--- src/include/video_reconf_params.svh ---
`ifndef VIDEO_RECONF_PARAMS_SVH
`define VIDEO_RECONF_PARAMS_SVH

// scan chain geometry
`define SCAN_LEN        144
`define SCAN_ADDR_W     8

// host credits start at this value
`define CMD_QUEUE_DEPTH 4

// pixel pll scan-chain images, bit a goes out at address a
`define PLL_BITS_1080P \
    144'h0C01_8060_2008_0401_0040_1006_0080_0C02_0301
`define PLL_BITS_960P \
    144'h0C01_8060_2008_0601_0050_1004_0180_0A02_0281
`define PLL_BITS_480P \
    144'h0801_C060_300C_0401_0060_1806_0040_0E02_0205
`define PLL_BITS_VGA \
    144'h0801_C070_300C_0501_0064_1806_00C0_0E03_0207
`define PLL_BITS_240P_1080P \
    144'h0C01_8060_2008_0401_8040_1006_0080_0C02_8301

`endif

--- src/design/video_reconf_pkg.sv ---
package video_reconf_pkg;

    // mode code carried in the low nibble of a host command
    typedef enum logic [3:0] {
        mode_1080p      = 4'h0,
        mode_960p       = 4'h1,
        mode_480p       = 4'h2,
        mode_vga        = 4'h3,
        mode_240p_1080p = 4'h8,
        mode_240p_960p  = 4'h9,
        mode_240p_480p  = 4'hA,
        mode_240p_vga   = 4'hB
    } video_mode_e;

    // one byte from the host, mode kept raw since invalid codes must pass through
    typedef struct packed {
        logic       force_vga;  // bit 7
        logic [2:0] reserved;
        logic [3:0] mode;
    } mode_cmd_t;

    // active video configuration
    typedef struct packed {
        video_mode_e mode;
        logic        force_vga;
    } video_config_t;

    // reconfiguration controller states
    typedef enum logic [2:0] {
        idle,       // grant a pop
        pop,        // waiting for the rom to load or drop
        stream,     // shifting the scan chain out
        settle,     // waiting for the reconfigure pulse
        wait_busy   // pll still reconfiguring
    } reconf_state_e;

endpackage

--- src/design/mode_cmd_queue.sv ---
`timescale 1ns/1ns
`include "video_reconf_params.svh"

module mode_cmd_queue (
    input  logic                        clock,
    input  logic                        rst_n,
    input  video_reconf_pkg::mode_cmd_t cmd,
    input  logic                        cmd_valid,
    input  logic                        rd_req,
    output video_reconf_pkg::mode_cmd_t head,
    output logic                        empty,
    output logic                        credit_return
);

    localparam int DEPTH = `CMD_QUEUE_DEPTH;
    localparam int PTR_W = $clog2(DEPTH);
    localparam int CNT_W = $clog2(DEPTH + 1);

    video_reconf_pkg::mode_cmd_t mem [DEPTH];
    logic [PTR_W-1:0] wr_ptr;
    logic [PTR_W-1:0] rd_ptr;
    logic [CNT_W-1:0] count;
    logic             push;
    logic             pop_entry;

    function automatic logic [PTR_W-1:0] next_ptr(input logic [PTR_W-1:0] ptr);
        if (ptr == PTR_W'(DEPTH - 1)) begin
            return '0;
        end
        return ptr + 1'b1;
    endfunction

    assign push      = cmd_valid;           // host only sends with a credit in hand
    assign pop_entry = rd_req && !empty;
    assign empty     = (count == '0);
    assign head      = mem[rd_ptr];

    always_ff @(posedge clock) begin
        if (push) begin
            mem[wr_ptr] <= cmd;
        end
    end

    always_ff @(posedge clock) begin
        if (!rst_n) begin
            wr_ptr        <= '0;
            rd_ptr        <= '0;
            count         <= '0;
            credit_return <= 1'b0;
        end else begin
            credit_return <= pop_entry;     // one credit back per freed slot
            if (push) begin
                wr_ptr <= next_ptr(wr_ptr);
            end
            if (pop_entry) begin
                rd_ptr <= next_ptr(rd_ptr);
            end
            case ({push, pop_entry})
                2'b10:   count <= count + 1'b1;
                2'b01:   count <= count - 1'b1;
                default: count <= count;
            endcase
        end
    end

endmodule

--- src/design/reconf_rom.sv ---
`timescale 1ns/1ns
`include "video_reconf_params.svh"

module reconf_rom (
    input  logic                            clock,
    input  logic                            rst_n,
    input  video_reconf_pkg::mode_cmd_t     head,
    input  logic                            empty,
    input  logic                            pop_ena,
    output logic                            rd_req,
    output logic                            loaded,
    output logic                            dropped,
    input  logic                            read_ena,
    input  logic [`SCAN_ADDR_W-1:0]         address,
    output logic                            scan_data,
    output logic                            reconfig,
    output video_reconf_pkg::video_config_t video_config
);

    video_reconf_pkg::mode_cmd_t cmd_q;
    logic                        cmd_vld;   // cmd_q holds a freshly popped command
    logic                        grant_q;   // pop granted, queue was empty
    logic                        start_pop;
    logic                        mode_ok;
    logic [`SCAN_LEN-1:0]        stream_bits;
    logic                        bit_q;
    logic                        read_ena_d;
    logic                        fall_q;
    logic                        fall_d1;

    function automatic logic valid_mode(input logic [3:0] code);
        case (code)
            video_reconf_pkg::mode_1080p,
            video_reconf_pkg::mode_960p,
            video_reconf_pkg::mode_480p,
            video_reconf_pkg::mode_vga,
            video_reconf_pkg::mode_240p_1080p,
            video_reconf_pkg::mode_240p_960p,
            video_reconf_pkg::mode_240p_480p,
            video_reconf_pkg::mode_240p_vga: return 1'b1;
            default:                         return 1'b0;
        endcase
    endfunction

    assign start_pop = (pop_ena || grant_q) && !empty;
    assign mode_ok   = valid_mode(cmd_q.mode);

    // 240p modes other than 1080p share the progressive pll settings
    always_comb begin
        case (video_config.mode)
            video_reconf_pkg::mode_960p,
            video_reconf_pkg::mode_240p_960p:  stream_bits = `PLL_BITS_960P;
            video_reconf_pkg::mode_480p,
            video_reconf_pkg::mode_240p_480p:  stream_bits = `PLL_BITS_480P;
            video_reconf_pkg::mode_vga,
            video_reconf_pkg::mode_240p_vga:   stream_bits = `PLL_BITS_VGA;
            video_reconf_pkg::mode_240p_1080p: stream_bits = `PLL_BITS_240P_1080P;
            default:                           stream_bits = `PLL_BITS_1080P;
        endcase
    end

    always_ff @(posedge clock) begin
        if (rd_req) begin
            cmd_q <= head;  // queue pops on this same cycle
        end
    end

    always_ff @(posedge clock) begin
        if (!rst_n) begin
            grant_q      <= 1'b0;
            rd_req       <= 1'b0;
            cmd_vld      <= 1'b0;
            loaded       <= 1'b0;
            dropped      <= 1'b0;
            video_config <= '{mode: video_reconf_pkg::mode_1080p, force_vga: 1'b0};
        end else begin
            rd_req <= start_pop;
            if (start_pop) begin
                grant_q <= 1'b0;
            end else if (pop_ena) begin
                grant_q <= 1'b1;    // hold the grant until something arrives
            end
            cmd_vld <= rd_req;
            loaded  <= cmd_vld && mode_ok;
            dropped <= cmd_vld && !mode_ok;
            if (cmd_vld && mode_ok) begin
                video_config.mode      <= video_reconf_pkg::video_mode_e'(cmd_q.mode);
                video_config.force_vga <= cmd_q.force_vga;
            end
        end
    end

    // two register stages, same latency as a block rom with registered output
    always_ff @(posedge clock) begin
        bit_q     <= stream_bits[address];
        scan_data <= bit_q;
    end

    always_ff @(posedge clock) begin
        if (!rst_n) begin
            read_ena_d <= 1'b0;
            fall_q     <= 1'b0;
            fall_d1    <= 1'b0;
            reconfig   <= 1'b0;
        end else begin
            read_ena_d <= read_ena;
            fall_q     <= read_ena_d && !read_ena;  // end of stream
            fall_d1    <= fall_q;
            reconfig   <= fall_d1;                  // lines up behind the last scan bit
        end
    end

endmodule

--- src/design/pll_reconfig_ctrl.sv ---
`timescale 1ns/1ns
`include "video_reconf_params.svh"

module pll_reconfig_ctrl (
    input  logic                    clock,
    input  logic                    rst_n,
    input  logic                    loaded,
    input  logic                    dropped,
    input  logic                    reconfig,
    input  logic                    pll_busy,
    output logic                    pop_ena,
    output logic                    read_ena,
    output logic [`SCAN_ADDR_W-1:0] address,
    output logic                    scan_ena
);

    localparam logic [`SCAN_ADDR_W-1:0] LAST_ADDR = `SCAN_ADDR_W'(`SCAN_LEN - 1);

    video_reconf_pkg::reconf_state_e state;
    logic                            scan_ena_d;

    assign pop_ena  = (state == video_reconf_pkg::idle);
    assign read_ena = (state == video_reconf_pkg::stream);

    always_ff @(posedge clock) begin
        if (!rst_n) begin
            state      <= video_reconf_pkg::idle;
            address    <= '0;
            scan_ena_d <= 1'b0;
            scan_ena   <= 1'b0;
        end else begin
            // matches the two-stage data path in the rom
            scan_ena_d <= read_ena;
            scan_ena   <= scan_ena_d;

            case (state)
                video_reconf_pkg::idle: begin
                    state <= video_reconf_pkg::pop;     // grant lasts one cycle
                end

                video_reconf_pkg::pop: begin
                    if (loaded) begin
                        state   <= video_reconf_pkg::stream;
                        address <= '0;
                    end else if (dropped) begin
                        state <= video_reconf_pkg::idle;  // bad code, try the next one
                    end
                end

                video_reconf_pkg::stream: begin
                    if (address == LAST_ADDR) begin
                        state   <= video_reconf_pkg::settle;
                        address <= '0;
                    end else begin
                        address <= address + 1'b1;
                    end
                end

                video_reconf_pkg::settle: begin
                    if (reconfig) begin
                        state <= video_reconf_pkg::wait_busy;
                    end
                end

                video_reconf_pkg::wait_busy: begin
                    // pll_busy held high keeps later commands in the queue
                    if (!pll_busy) begin
                        state <= video_reconf_pkg::idle;
                    end
                end

                default: begin
                    state <= video_reconf_pkg::idle;
                end
            endcase
        end
    end

endmodule

--- src/design/video_reconf_top.sv ---
`timescale 1ns/1ns
`include "video_reconf_params.svh"

module video_reconf_top (
    input  logic                            clock,
    input  logic                            rst_n,
    input  video_reconf_pkg::mode_cmd_t     cmd,
    input  logic                            cmd_valid,
    output logic                            credit_return,
    input  logic                            pll_busy,
    output logic                            scan_data,
    output logic                            scan_ena,
    output logic                            reconfig,
    output video_reconf_pkg::video_config_t video_config
);

    video_reconf_pkg::mode_cmd_t head;
    logic                        empty;
    logic                        rd_req;
    logic                        pop_ena;
    logic                        loaded;
    logic                        dropped;
    logic                        read_ena;
    logic [`SCAN_ADDR_W-1:0]     address;

    mode_cmd_queue u_queue (
        .clock(clock), .rst_n(rst_n),
        .cmd(cmd), .cmd_valid(cmd_valid), .rd_req(rd_req),
        .head(head), .empty(empty), .credit_return(credit_return)
    );

    reconf_rom u_rom (
        .clock(clock), .rst_n(rst_n),
        .head(head), .empty(empty), .pop_ena(pop_ena),
        .rd_req(rd_req), .loaded(loaded), .dropped(dropped),
        .read_ena(read_ena), .address(address),
        .scan_data(scan_data), .reconfig(reconfig), .video_config(video_config)
    );

    pll_reconfig_ctrl u_ctrl (
        .clock(clock), .rst_n(rst_n),
        .loaded(loaded), .dropped(dropped), .reconfig(reconfig), .pll_busy(pll_busy),
        .pop_ena(pop_ena), .read_ena(read_ena), .address(address), .scan_ena(scan_ena)
    );

endmodule

--- config.mk ---
export PLATFORM = sky130hd
export DESIGN_NAME = video_reconf_top
export DESIGN_NICKNAME = d
export VERILOG_FILES = /design/src/design/video_reconf_pkg.sv /design/src/design/mode_cmd_queue.sv /design/src/design/reconf_rom.sv /design/src/design/pll_reconfig_ctrl.sv /design/src/design/video_reconf_top.sv
export VERILOG_INCLUDE_DIRS = /design/src /design/src/include
export SDC_FILE = /design/constraint.sdc
export NUM_CORES = 1
export LEC_CHECK = 0
export ABC_AREA = 0
export BUFFER_PORTS_ARGS = -buffer_cell sky130_fd_sc_hd__buf_2
export CAP_MARGIN = 20
export CELL_PAD_IN_SITES_DETAIL_PLACEMENT = 1
export CELL_PAD_IN_SITES_GLOBAL_PLACEMENT = 1
export CORE_MARGIN = 4
export CORE_UTILIZATION = 42
export DETAILED_ROUTE_END_ITERATION = 8
export PLACE_DENSITY = 0.78
export SYNTH_ARGS = -nofsm -noshare
export SYNTH_HDL_FRONTEND = slang
export SYNTH_SLANG_ARGS = --single-unit
--- constraint.sdc ---
create_clock -name clock -period 2.19 [get_ports clock]
set_clock_uncertainty 0.15 [all_clocks]
set_input_delay 0.3285 -clock clock [delete_from_list [all_inputs] [get_ports clock]]
set_output_delay 0.3285 -clock clock [all_outputs]
set_load 0.05 [all_outputs]
### Word-level counts from Yosys, hierarchy flattened

Memory sizes are Yosys's and may differ from the RTL's. A register that Yosys moved wholly into a read port is not among the register bits.
Index checks and enable logic that the tools add are counted.

* output and inout port bits: 9
* ROM bits: 16
* bits in writable memories: 32
* memories: 2
* word-level logic and storage cells: 94
* bits in registers: 36
* input bits: 12

Memory list
* u_queue.mem: depth 4, width 8, read ports 1, clocked after memory_dff 1, write ports 1, RTL line mode_cmd_queue.sv:19 `video_reconf_pkg::mode_cmd_t mem [DEPTH];`
* (no name shown): depth 16, width 1, read ports 1, clocked after memory_dff 0, write ports 0, RTL line reconf_rom.sv:32 `case (code)`

* muxes and demuxes: 25
* reductions and logical operators: 19
* equality and inequality tests: 21
* add/subtract/negate cells: 5
* $lt $le $gt $ge: 1
* bitwise logic cells: 1

Operators by type and width (number)
* $pmux 139 s4: 1
* $eq 4x4->1 const B: 4
* $mux 8: 2
* $pmux 8 s2: 1
* $mux 3: 5
* $pmux 3 s5: 1
* $lt 8x9->1 const B: 1
* $mux 1: 9
* $add 8x1->8 const B: 1
* $bmux 1 s8: 1
* $eq 4x2->1 const B: 2
* $eq 8x8->1 const B: 1
* $mux 2: 4
* $reduce_or 2->1: 4
* $eq 2x2->1 const B: 3
* $eq 3x2->1 const B: 2
* $logic_not 3->1: 2
* $ne 2x2->1 const B: 3
* $pmux 3 s2: 1
* $logic_and 1x1->1: 5
* $add 2x1->2 const B: 2
* $eq 4x1->1 const B: 1
* $reduce_and 4->1: 1
* $reduce_bool 2->1: 2
* other kinds (11): 13

### Depth between registers and ports, before layout

Gate-level depths: netlist of the first run.

* depth in word-level cells: 6
* gate-level depth with buffers: 9

### Hierarchy

A second synthesis of the first run with hierarchy kept.

* cells, all modules: 297
* area total of the unflattened synthesis: 3449.6 um^2

Modules (own cells, without submodules)
* mode_cmd_queue: seq. area each 1161.1 um^2, times used 1, area each 1632.8 um^2, cells an instance 94
* reconf_rom: seq. area each 490.5 um^2, times used 1, area each 1182.4 um^2, cells an instance 132
* pll_reconfig_ctrl: seq. area each 260.2 um^2, times used 1, area each 634.4 um^2, cells an instance 71

### Worst setup path after synthesis of the first run

Ideal clock, no wire load.

* path type: register to register
* start: reg, netlist name u_rom.video_config[3]
* end: reg u_rom.bit_q
* stages on the path, launching flop included: 7
* path buffers: 1
* data arrival time: 1.938 ns
* period minus slack after synthesis: 2.148 ns
* slack: 0.042 ns
* library setup time: 0.060 ns
* cells stage by stage: dfxtp_1 buf_2 nor4b_1 or4b_1 or3_1 nand4_1 a32o_1

* cells in the longest elaborated chain, start to end: 5

RTL lines
* $eq 4x2->1, or another cell as far along: RTL line reconf_rom.sv:50 `case (video_config.mode)`
* $reduce_or 2->1: RTL line reconf_rom.sv:50
* $pmux 139 s4 (*): RTL line reconf_rom.sv:50
* $bmux 1 s8 (*): RTL line reconf_rom.sv:95 `bit_q <= stream_bits[address];`
* $mux 1 (implied by the code) (*): RTL line reconf_rom.sv:95
* end signal, assigned: RTL line reconf_rom.sv:95
* end, declared: RTL line reconf_rom.sv:26 `logic bit_q;`

Every way passes the cells marked *; elsewhere a longest branch is shown, timed or not. The select of a mux whose other input is x is not followed.
A chain may end at the register's enable or synchronous reset.

### Worst setup path after layout of the first run

* start: reg u_queue.count[2]
* end: reg u_queue.count[2]

* cells in the longest elaborated chain, start to end: 5

RTL lines
* start, declared: RTL line mode_cmd_queue.sv:22 `logic [CNT_W-1:0] count;`
* start signal, assigned: RTL line mode_cmd_queue.sv:59 `2'b10: count <= count + 1'b1;`
* start signal, assigned: RTL line mode_cmd_queue.sv:60 `2'b01: count <= count - 1'b1;`
* start signal, assigned: RTL line mode_cmd_queue.sv:61 `default: count <= count;`
* $logic_not 3->1 (*): RTL line mode_cmd_queue.sv:35 `assign empty = (count == '0);`
* $logic_not 1->1 (*): RTL line mode_cmd_queue.sv:34 `assign pop_entry = rd_req && !empty;`
* $logic_and 1x1->1 (*): RTL line mode_cmd_queue.sv:34
* net u_queue.pop_entry: RTL line mode_cmd_queue.sv:24 `logic pop_entry;`
* $eq 2x1->1 / $eq 2x2->1 (equally long branches): RTL line mode_cmd_queue.sv:58 `case ({push, pop_entry})`
* $pmux 3 s2 / $reduce_bool 2->1 (equally long branches)

Mark *: on every way through the listed nets, which the timed path passes. The rest lies on a longest branch.

==> results.md, run 1 <==
* GR Util All Layers at 0.166
* Placed inst area at 3080 um2
* Switching part of the total at 0.262
* Layout cells sized above 1 at 0.208
* Worst Path Arrival at 2200 ps
* CTS tree: built
* Total number of vias at 2155
* CTS Buf Count at 9
* Ys async rst share at 0
* Clock power share at 0.388
* Crit path time final at 2070 ps
* Critical path fanouts, max at 4
* Crit Path Class: reg2reg
* Top post-synthesis cells by area: edfxtp_1 (27%), dfxtp_1 (25%), nor2_1 (4.1%)
* Layout Utilization at 0.507
* PwrDens at 715 nW/um2
* Drt via density at 5.60
* Fin cells at 385
* ANT nets after route at 0
* Fin. Hold Viols at 0
* Vias in the first global route at 2285
* Synth cell types at 48
* Mapped Avg Cell Area at 10.3 um2
* Total gr overflow at 0
* Net count, final at 324
* Fmax at 483 MHz
* Vert. Die Dim at 90.1 um
* Crit end category: register
* Drt drc at 0
* Global-route wire length before repair at 10800 um
* Yosys top cell area share at 0.265
* Worst-Margin Slew at 579 ps
* Setup-failing EPs final at 0
* Tcrit/Tclk final at 0.946
* Cell type with the largest total area after synthesis: edfxtp_1
* Row cnt at 29
* Setup TNS at 0 ps
* Antenna violations before repair at 0
* WHS Path Cells at 1
* WHS at 53.6 ps
* Post-Place Cells at 369
* Clock Tree Buf Depth at 2
* CP required at 2320 ps
* Mapped cell area at 2830 um2
* RePlAce Congestion at 0.853
* Initial Util at 0.438
* Core area at 6460 um2
* Mapped Nets at 295
* Die width at 90.1 um
* Drt wl/cell at 16.2 um
* Sequential element share of the synthesized area at 0.520
* Port bufs at 17
* Worst-skew pair later-pin latency at 340 ps
* Slew Limit Fails at 0
* N_diodes at 0
* Detail Placement HPWL at 4600 um
* CTS H-tree depth at 3
* Maximum vdd drop at 0.000512 V
* R2r setup slk at 120 ps
* Synth Warn # at 0
* Reg power frac at 0.539
* Final instance area at 3270 um2
* DIE AREA at 8110 um2
* WL final at 6230 um
* Worst Reg-to-Reg Cells at 9
* CTS sink cnt at 61
* Status: finished clean
* Max-Cap Viols at 0
* Worst-path clk slew at 80 ps
* Net Switching at 612 uW
* P_int at 1.73 mW
* Number of synthesized flops with an enable pin at 25
* Initial DRC count at 48
* Post-Syn Instances at 274
* Pin count of the biggest net entering global routing at 22
* Synth top cells by count: dfxtp_1 (36), nor2_1 (31), edfxtp_1 (25)
* Part of the power in combinational logic at 0.073
* Yosys reg bits at 61
* Worst hold-check path type: in2reg
* Setup crit start kind: register
* Slew Limit Headroom at 0.612
* Area delta synth->final at 15.8%
* Pleak at 1.21 nW
* Drt pass-1 iters at 6
* IO Count at 21
* RSZ-0062 raised after global routing: no
* Root buffer cell: clkbuf_8
* Top-count cell post-synth: dfxtp_1
* Main synth FF type: dfxtp_1
==> layout make-up <==
type	instances	area [um2]
Inverter	15	56.3
Multi-Input combinational cell	182	1240
Timing Repair Buffer	34	225
Sequential cell	61	1480
Clock inverter	7	55.1
Fill cell	725	3190
Clock buffer	9	124
Tap cell	77	96.3
==> what timing repair did <==
| item | in CTS | in global routing |
|---|---|---|
| setup endpoints to repair | 1 | 2 |
| buffers inserted | 0 | 0 |
| resized for setup | 2 | 5 |
| pin swaps | 0 | 1 |
| hold buffers | 0 | 0 |
==> worst paths after layout <==
kind | to | start
setup / recovery | u_queue.count[2]$_SDFFE_PN0P_ | u_queue.count[2]$_SDFFE_PN0P_
hold reg to reg | u_rom.scan_data$_DFF_P_ | u_rom.bit_q$_DFF_P_
hold / removal | u_queue.mem[2][1]$_DFFE_PP_ | cmd[1]
setup reg to reg | u_queue.count[2]$_SDFFE_PN0P_ | u_queue.count[2]$_SDFFE_PN0P_
==> cell usage in the layout, fill, tap and decap left out, types with 5 or more instances in the layout <==
cell type / instances
edfxtp_1: 25
ha_1: 7
clkbuf_8: 9
inv_1: 14
or3_1: 5
o21ai_0: 13
a31oi_1: 5
buf_2: 17
a21oi_1: 20
nor2b_1: 5
mux4_2: 5
nand2b_1: 6
nor3_1: 7
nand2_1: 11
nor2_1: 31
and2_1: 9
mux2i_1: 5
buf_4: 16
nand4_1: 7
nand3_1: 7
dfxtp_1: 34
==> metrics by stage <==
stage | worst slack (ps) | power, mW
detailed placement | 19.4 | 1.45
global route | 11.7 | 2.46
finish | 118 | 2.34
CTS | 38.8 | 2.37
floorplan | 41.8 | 1.39
global placement | 148 | 1.44
==> sequential cells by signal, indices dropped and copies added, names as in the netlist <==
register	cells
u_rom.cmd_q	5
u_queue.count	3
u_queue.rd_ptr	2
u_rom.fall_d1	1
u_rom.cmd_vld	1
u_rom.rd_req	1
u_rom.loaded	1
u_rom.grant_q	1
u_rom.dropped	1
u_rom.bit_q	1
u_ctrl.address	8
u_queue.credit_return	1
u_rom.reconfig	1
u_rom.fall_q	1
u_queue.mem	20
u_ctrl.scan_ena_d	1
u_ctrl.scan_ena	1
u_ctrl.state	3
u_rom.scan_data	1
u_queue.wr_ptr	2
u_rom.video_config	5
==> logic make-up (layout without fill, tap and decap cells) <==
family	Yosys count	in the layout	synth area share
AND/OR/NAND/NOR	103	103	0.192
buffers and inverters	31	65	0.0460
adder cells (fa/ha/maj)	9	9	0.0425
flip-flops	61	61	0.520
multiplexers	10	10	0.0575
XOR/XNOR	2	2	0.00620
AO/OA/AOI/OAI	58	58	0.135
==> routing by layer <==
layer,up-vias,wire length (um),GRT usage
met5,-,0,0
met4,0,113,0.0599
met3,13,249,0.0584
met2,37,3240,0.284
met1,1054,2620,0.191
li1,1051,-,-
==> power groups by stage <==
stage | combinational, mW | clock (mW) | sequential, mW
6_report | 0.171 | 0.908 | 1.26
5_1_grt | 0.193 | 0.996 | 1.27
3_3_place_gp | 0.156 | 0 | 1.28
4_1_cts | 0.170 | 0.943 | 1.26
2_1_floorplan | 0.105 | 0 | 1.29
3_5_place_dp | 0.169 | 0 | 1.29
==> worst max-delay path, stage by stage (launching register included) <==
cell and delay, ps:
dfxtp_4 370, nor3_2 60, nand2b_1 160, inv_1 70, ha_2 180, inv_1 60, fa_1 370, xor2_1 160
or3_1 320, a21oi_2 110
Note: power is estimated with default switching activity, not from simulation.
==> run 2, diff against run 1 <==
--- a/config.mk
+++ b/config.mk
@@ -14,4 +14,5 @@
 export CORE_MARGIN = 4
 export CORE_UTILIZATION = 42
+export CTS_CLUSTER_DIAMETER = 200
 export DETAILED_ROUTE_END_ITERATION = 8
 export PLACE_DENSITY = 0.78
==> constraint.sdc (replaced) <==
create_clock -name clock -period 2.19 [get_ports clock]
set_clock_uncertainty 0.15 [all_clocks]
set_input_delay 0.219 -clock clock [delete_from_list [all_inputs] [get_ports clock]]
set_output_delay 0.219 -clock clock [all_outputs]
set_load 0.05 [all_outputs]
==> run 2 against run 1 <==
Sequential cell count stayed put. Highest routed layer unchanged. Setup slack improved by 38 ps. Largest power group unchanged. Largest cell class unchanged. Cell count up 0.26%. Critical path type unchanged. Sequential power about the same. Clock-buffer cell count did not move. Routed wire length is 0.67% lower. Utilization grew 0.83 points. Register-to-register slack better by 40 ps. Power increased by 10%. Via count fell by 1.2%. Die area unchanged.
==> results.md, run 2 (synthesized netlist as in run 1, its figures left out) <==
* Status: finished clean
* Pin count of the biggest net entering global routing at 22
* Max-Cap Viols at 0
* Vert. Die Dim at 90.1 um
* Die width at 90.1 um
* Area delta synth->final at 17.7%
* RePlAce Congestion at 0.827
* Biggest regs: u_queue.mem: 20 flops, u_ctrl.address: 8 flops
* Row cnt at 29
* Switching part of the total at 0.240
* Worst-path clk slew at 80 ps
* P_int at 1.96 mW
* Max reg flops at 20
* Setup TNS at 0 ps
* Net count, final at 325
* Port bufs at 17
* Post-CTS Setup Inserts at 0
* Worst Path Arrival at 2140 ps
* Worst hold-check path type: in2reg
* Pleak at 1.24 nW
* Initial Util at 0.438
* CP required at 2300 ps
* Crit end category: register
* Placed inst area at 3030 um2
* Fmax at 492 MHz
* CP Buf/Inv Count at 2
* Fill count at 711
* Power Total at 2.58 mW
* Delay-heaviest family, CP: simple AND/OR/NAND/NOR gates
* Most Frequent Cell on Critical Path: inv_1
* CP max-delay cell: dfxtp_2
* Fin. Hold Viols at 0
* Initial DRC count at 47
* WL final at 6190 um
* ANT nets after route at 0
* RSZ-0062 raised after global routing: no
* Biggest register: u_queue.mem
* Critical path fanouts, max at 4
* Setup crit start kind: register
* Reg power frac at 0.487
* CTS Buf Count at 9
* Worst-Margin Slew at 692 ps
* Clock power share at 0.446
* Drt via density at 5.52
* Net Switching at 619 uW
* N_diodes at 0
* Drt drc at 0
* Tcrit/Tclk final at 0.929
* CTS tree: built
* DIE AREA at 8110 um2
* Total number of vias at 2129
* CTS sink cnt at 61
* R2r setup slk at 160 ps
* Root buffer cell: clkbuf_8
* Maximum vdd drop at 0.000440 V
* Clock Tree Buf Depth at 2
* Slew Limit Fails at 0
* PwrDens at 776 nW/um2
* Vias in the first global route at 2283
* Drt pass-1 iters at 4
* Layout Utilization at 0.515
* Detail Placement HPWL at 4480 um
* Final instance area at 3330 um2
* Drt wl/cell at 16.0 um
* Part of the power in combinational logic at 0.067
* Worst-skew pair later-pin latency at 330 ps
* Most frequent cells in the layout: nor2_1 (31), dfxtp_1 (31), edfxtp_1 (25), a21oi_1 (21), buf_2 (17)
* CTS H-tree depth at 3
* Layout cells sized above 1 at 0.204
* Crit path time final at 2030 ps
* IO Count at 21
* Crit Path Class: reg2reg
* Antenna violations before repair at 0
* Core area at 6460 um2
* CP Cell Sequence: nor3_1, nand2b_1, inv_1, ha_2, inv_1, fa_2, xor2_1, or3_1, a21oi_1
* Total gr overflow at 0
* Global-route wire length before repair at 10900 um
* GR Util All Layers at 0.166
* Setup-failing EPs final at 0
* Worst path max stage delay at 360 ps
* Slew Limit Headroom at 0.538
==> run 2: routing by layer <==
| layer | track usage | share of wire | up-vias | wire length [um] |
|---|---|---|---|---|
| li1 | - | - | 1056 | - |
| met5 | 0 | 0 | - | 0 |
| met2 | 0.293 | 0.53 | 26 | 3250 |
| met4 | 0.0651 | 0.022 | 0 | 136 |
| met1 | 0.190 | 0.43 | 1034 | 2650 |
| met3 | 0.0459 | 0.024 | 13 | 146 |
==> run 2: worst reg2reg max path, cell delays in order (launching register included) <==
cell and delay (ps):
dfxtp_2 360, nor3_1 80, nand2b_1 160, inv_1 60, ha_2 170, inv_1 60, fa_2 340, xor2_1 150
or3_1 300, a21oi_1 140
==> run 2: timing repair <==
item	4_1_cts	5_1_grt
endpoints found under the hold margin	20	0
gates resized for setup	0	8
hold buffers	5	0
setup endpoints to repair	0	2
==> run 2: per-stage QoR <==
| step | std cells | setup slack, ps | hold WS (ps) |
|---|---|---|---|
| after floorplan | 274 | 41.8 | 160 |
| after global placement | 365 | 136 | 163 |
| after detailed placement | 365 | 64.5 | 167 |
| after CTS | 386 | 30.1 | 34.3 |
| after global routing | 386 | 13.9 | 50.6 |
| final | 386 | 156 | 45.1 |
==> run 2: layout make-up <==
| type | instances | area, um2 | share of cell area |
|---|---|---|---|
| repair buffers | 35 | 233 | 0.0700 |
| clock buffers | 9 | 124 | 0.0372 |
| inverters | 15 | 56.3 | 0.0169 |
| clock inverters | 7 | 103 | 0.0308 |
| multi-input cells | 182 | 1240 | 0.372 |
| well taps | 77 | 96.3 | 0.0290 |
| flip-flops and latches | 61 | 1480 | 0.444 |
==> run 2: worst paths after layout <==
check                                   to                           from  cells after the start
min                u_rom.loaded$_SDFF_PN0_                          rst_n                      3
max reg2reg  u_queue.count[2]$_SDFFE_PN0P_  u_queue.count[1]$_SDFFE_PN0P_                      9
min reg2reg        u_rom.scan_data$_DFF_P_            u_rom.bit_q$_DFF_P_                      0
max          u_queue.count[2]$_SDFFE_PN0P_  u_queue.count[1]$_SDFFE_PN0P_                      9
==> run 2: power groups by stage <==
stage          logic, mW  clock network, mW  registers, mW
6_report           0.173               1.15           1.26
5_1_grt            0.197               1.25           1.27
3_5_place_dp       0.165                  0           1.28
2_1_floorplan      0.105                  0           1.29
4_1_cts            0.173               1.18           1.26
3_3_place_gp       0.153                  0           1.28
==> run 3, diff against run 2 <==
==> constraint.sdc (replaced) <==
create_clock -name clock -period 2.19 [get_ports clock]
set_clock_uncertainty 0.15 [all_clocks]
set_input_delay 0.657 -clock clock [delete_from_list [all_inputs] [get_ports clock]]
set_output_delay 0.657 -clock clock [all_outputs]
set_load 0.05 [all_outputs]
==> run 3 against run 2 <==
Global-route usage shrank 0.60 points. Combinational power shrank 2%. Die area is the same. Utilization grew 0.21 points. Largest cell class unchanged. Sequential share of layout area shrank 0.22 points. Critical path depth is the same. Sequential power is essentially flat. Register-to-register slack lost 60 ps. Worst hold slack gained 140 ps.
==> results.md, run 3 (synthesized netlist as in run 1, its figures left out) <==
* CTS Buf Count at 9
* Vert. Die Dim at 90.1 um
* Biggest register: u_queue.mem
* Initial Util at 0.438
* Fmax at 478 MHz
* Reg2reg end: u_queue.count[2]$_SDFFE_PN0P_
* Slew Limit Headroom at 0.638
* Core area at 6460 um2
* Crit path time final at 2090 ps
* Vias in the first global route at 2225
* CP required at 2320 ps
* Most common cell after layout, fill and taps aside: dfxtp_1
* Max-Cap Viols at 0
* Row cnt at 29
* Drt drc at 0
* CTS H-tree depth at 3
* Slew Limit Fails at 0
* Setup-failing EPs final at 0
* Area delta synth->final at 18.1%
* Total gr overflow at 0
* Most frequent cells in the layout: dfxtp_1 (34), nor2_1 (31), edfxtp_1 (25), a21oi_1 (21), buf_4 (19)
* Crit end category: register
* Worst Reg-to-Reg Cells at 9
* Worst-path clk slew at 80 ps
* Fin. Hold Viols at 0
* R2R Path Start: u_queue.count[1]$_SDFFE_PN0P_
* Post-CTS Setup Inserts at 0
* WL final at 6330 um
* Layout cells sized above 1 at 0.212
* Drt via density at 5.58
* RePlAce Congestion at 0.830
* CP Capture Point: u_queue.count[2]$_SDFFE_PN0P_
* Clock Tree Buf Depth at 2
* DIE AREA at 8110 um2
* RSZ-0062 raised after global routing: yes
* Worst-Margin Slew at 542 ps
* Detail Placement HPWL at 4580 um
* Initial DRC count at 95
* Critical path fanouts, max at 4
* Status: finished clean
* Pleak at 1.25 nW
* Net count, final at 327
* Root buffer cell: clkbuf_8
* Maximum vdd drop at 0.000570 V
* Worst setup path startpoint: u_queue.count[1]$_SDFFE_PN0P_
* Total number of vias at 2166
* Drt wl/cell at 16.3 um
* Port bufs at 17
* WHS at 183 ps
* Worst Path Arrival at 2220 ps
* Drt pass-1 iters at 4
* Worst hold-check path type: reg2reg
* Worst-skew pair later-pin latency at 340 ps
* Die width at 90.1 um
* R2r setup slk at 100 ps
* Hold Startpoint: u_rom.bit_q$_DFF_P_
* PwrDens at 775 nW/um2
* Crit Path Class: reg2reg
* Tcrit/Tclk final at 0.956
* Biggest regs: u_queue.mem: 20 flops, u_ctrl.address: 8 flops
* Antenna violations before repair at 0
* CTS sink cnt at 61
* Global-route wire length before repair at 10600 um
* Post-Place Cells at 372
* N_diodes at 0
* Setup crit start kind: register
* CTS tree: built
* Layout Utilization at 0.517
* Fin cells at 388
* ANT nets after route at 0
* GR Util All Layers at 0.160
* Pin count of the biggest net entering global routing at 16
* Max reg flops at 20
* IO Count at 21
-- run 3: changes by cell type in the layout (fill, tap and decap cells not counted), sizes merged --
cell,before,now
buf,30,37
dlygate4sd3,5,0
-- run 3: critical path, stage by stage (launching register included) --
cell and delay (ps):
dfxtp_2 370, nor3_2 70, nand2b_1 170, inv_1 70, ha_1 160, inv_1 60, fa_1 380, xor2_1 170
or3_1 310, a21oi_1 140
-- run 3: metrics by stage --
stage | setup TNS [ps] | area (um2) | total power [mW] | worst slack (ps)
after floorplan | 0 | 2830 | 1.39 | 41.8
after global routing | -55.8 | 3340 | 2.69 | -55.8
final | 0 | 3340 | 2.59 | 97.2
after detailed placement | -117 | 3100 | 1.45 | -117
after CTS | 0 | 3320 | 2.60 | 23.1
after global placement | -48.9 | 3100 | 1.44 | -48.9
-- run 3: report_power, final --
group	internal [mW]	switching, mW
clock	0.656	0.501
sequential	1.23	0.0312
combinational	0.0739	0.0950
-- run 3: area by class of cell --
class / instances / area (um2)
Inverter: 15 / 56.3
Clock buffer: 9 / 124
Fill cell: 739 / 3120
Timing Repair Buffer: 37 / 248
Multi-Input combinational cell: 182 / 1240
Sequential cell: 61 / 1480
Tap cell: 77 / 96.3
Clock inverter: 7 / 103
-- run 3: worst min path at each step --
| stage | to | slack (ps) | depth (start not counted) |
|---|---|---|---|
| global route | u_rom.scan_data$_DFF_P_ | 200 | 0 |
| CTS | u_rom.scan_data$_DFF_P_ | 190 | 0 |
| finish | u_rom.scan_data$_DFF_P_ | 180 | 0 |
| floorplan | u_rom.scan_data$_DFF_P_ | 160 | 0 |
| detailed placement | u_rom.scan_data$_DFF_P_ | 170 | 0 |
| global placement | u_rom.scan_data$_DFF_P_ | 160 | 0 |
-- run 3: metal layers --
| metal | vias up | global-route usage | routed length [um] |
|---|---|---|---|
| met5 | - | 0 | 0 |
| met4 | 0 | 0.0306 | 41 |
| met3 | 4 | 0.0459 | 200 |
| met2 | 30 | 0.296 | 3360 |
| met1 | 1071 | 0.185 | 2730 |
| li1 | 1061 | - | - |
-- run 3: what timing repair did --
| item | CTS | global route |
|---|---|---|
| endpoints found under the setup margin | 0 | 3 |
| resized for setup | 0 | 5 |
| hold buffers | 0 | 0 |
| endpoints found under the hold margin | 0 | 0 |
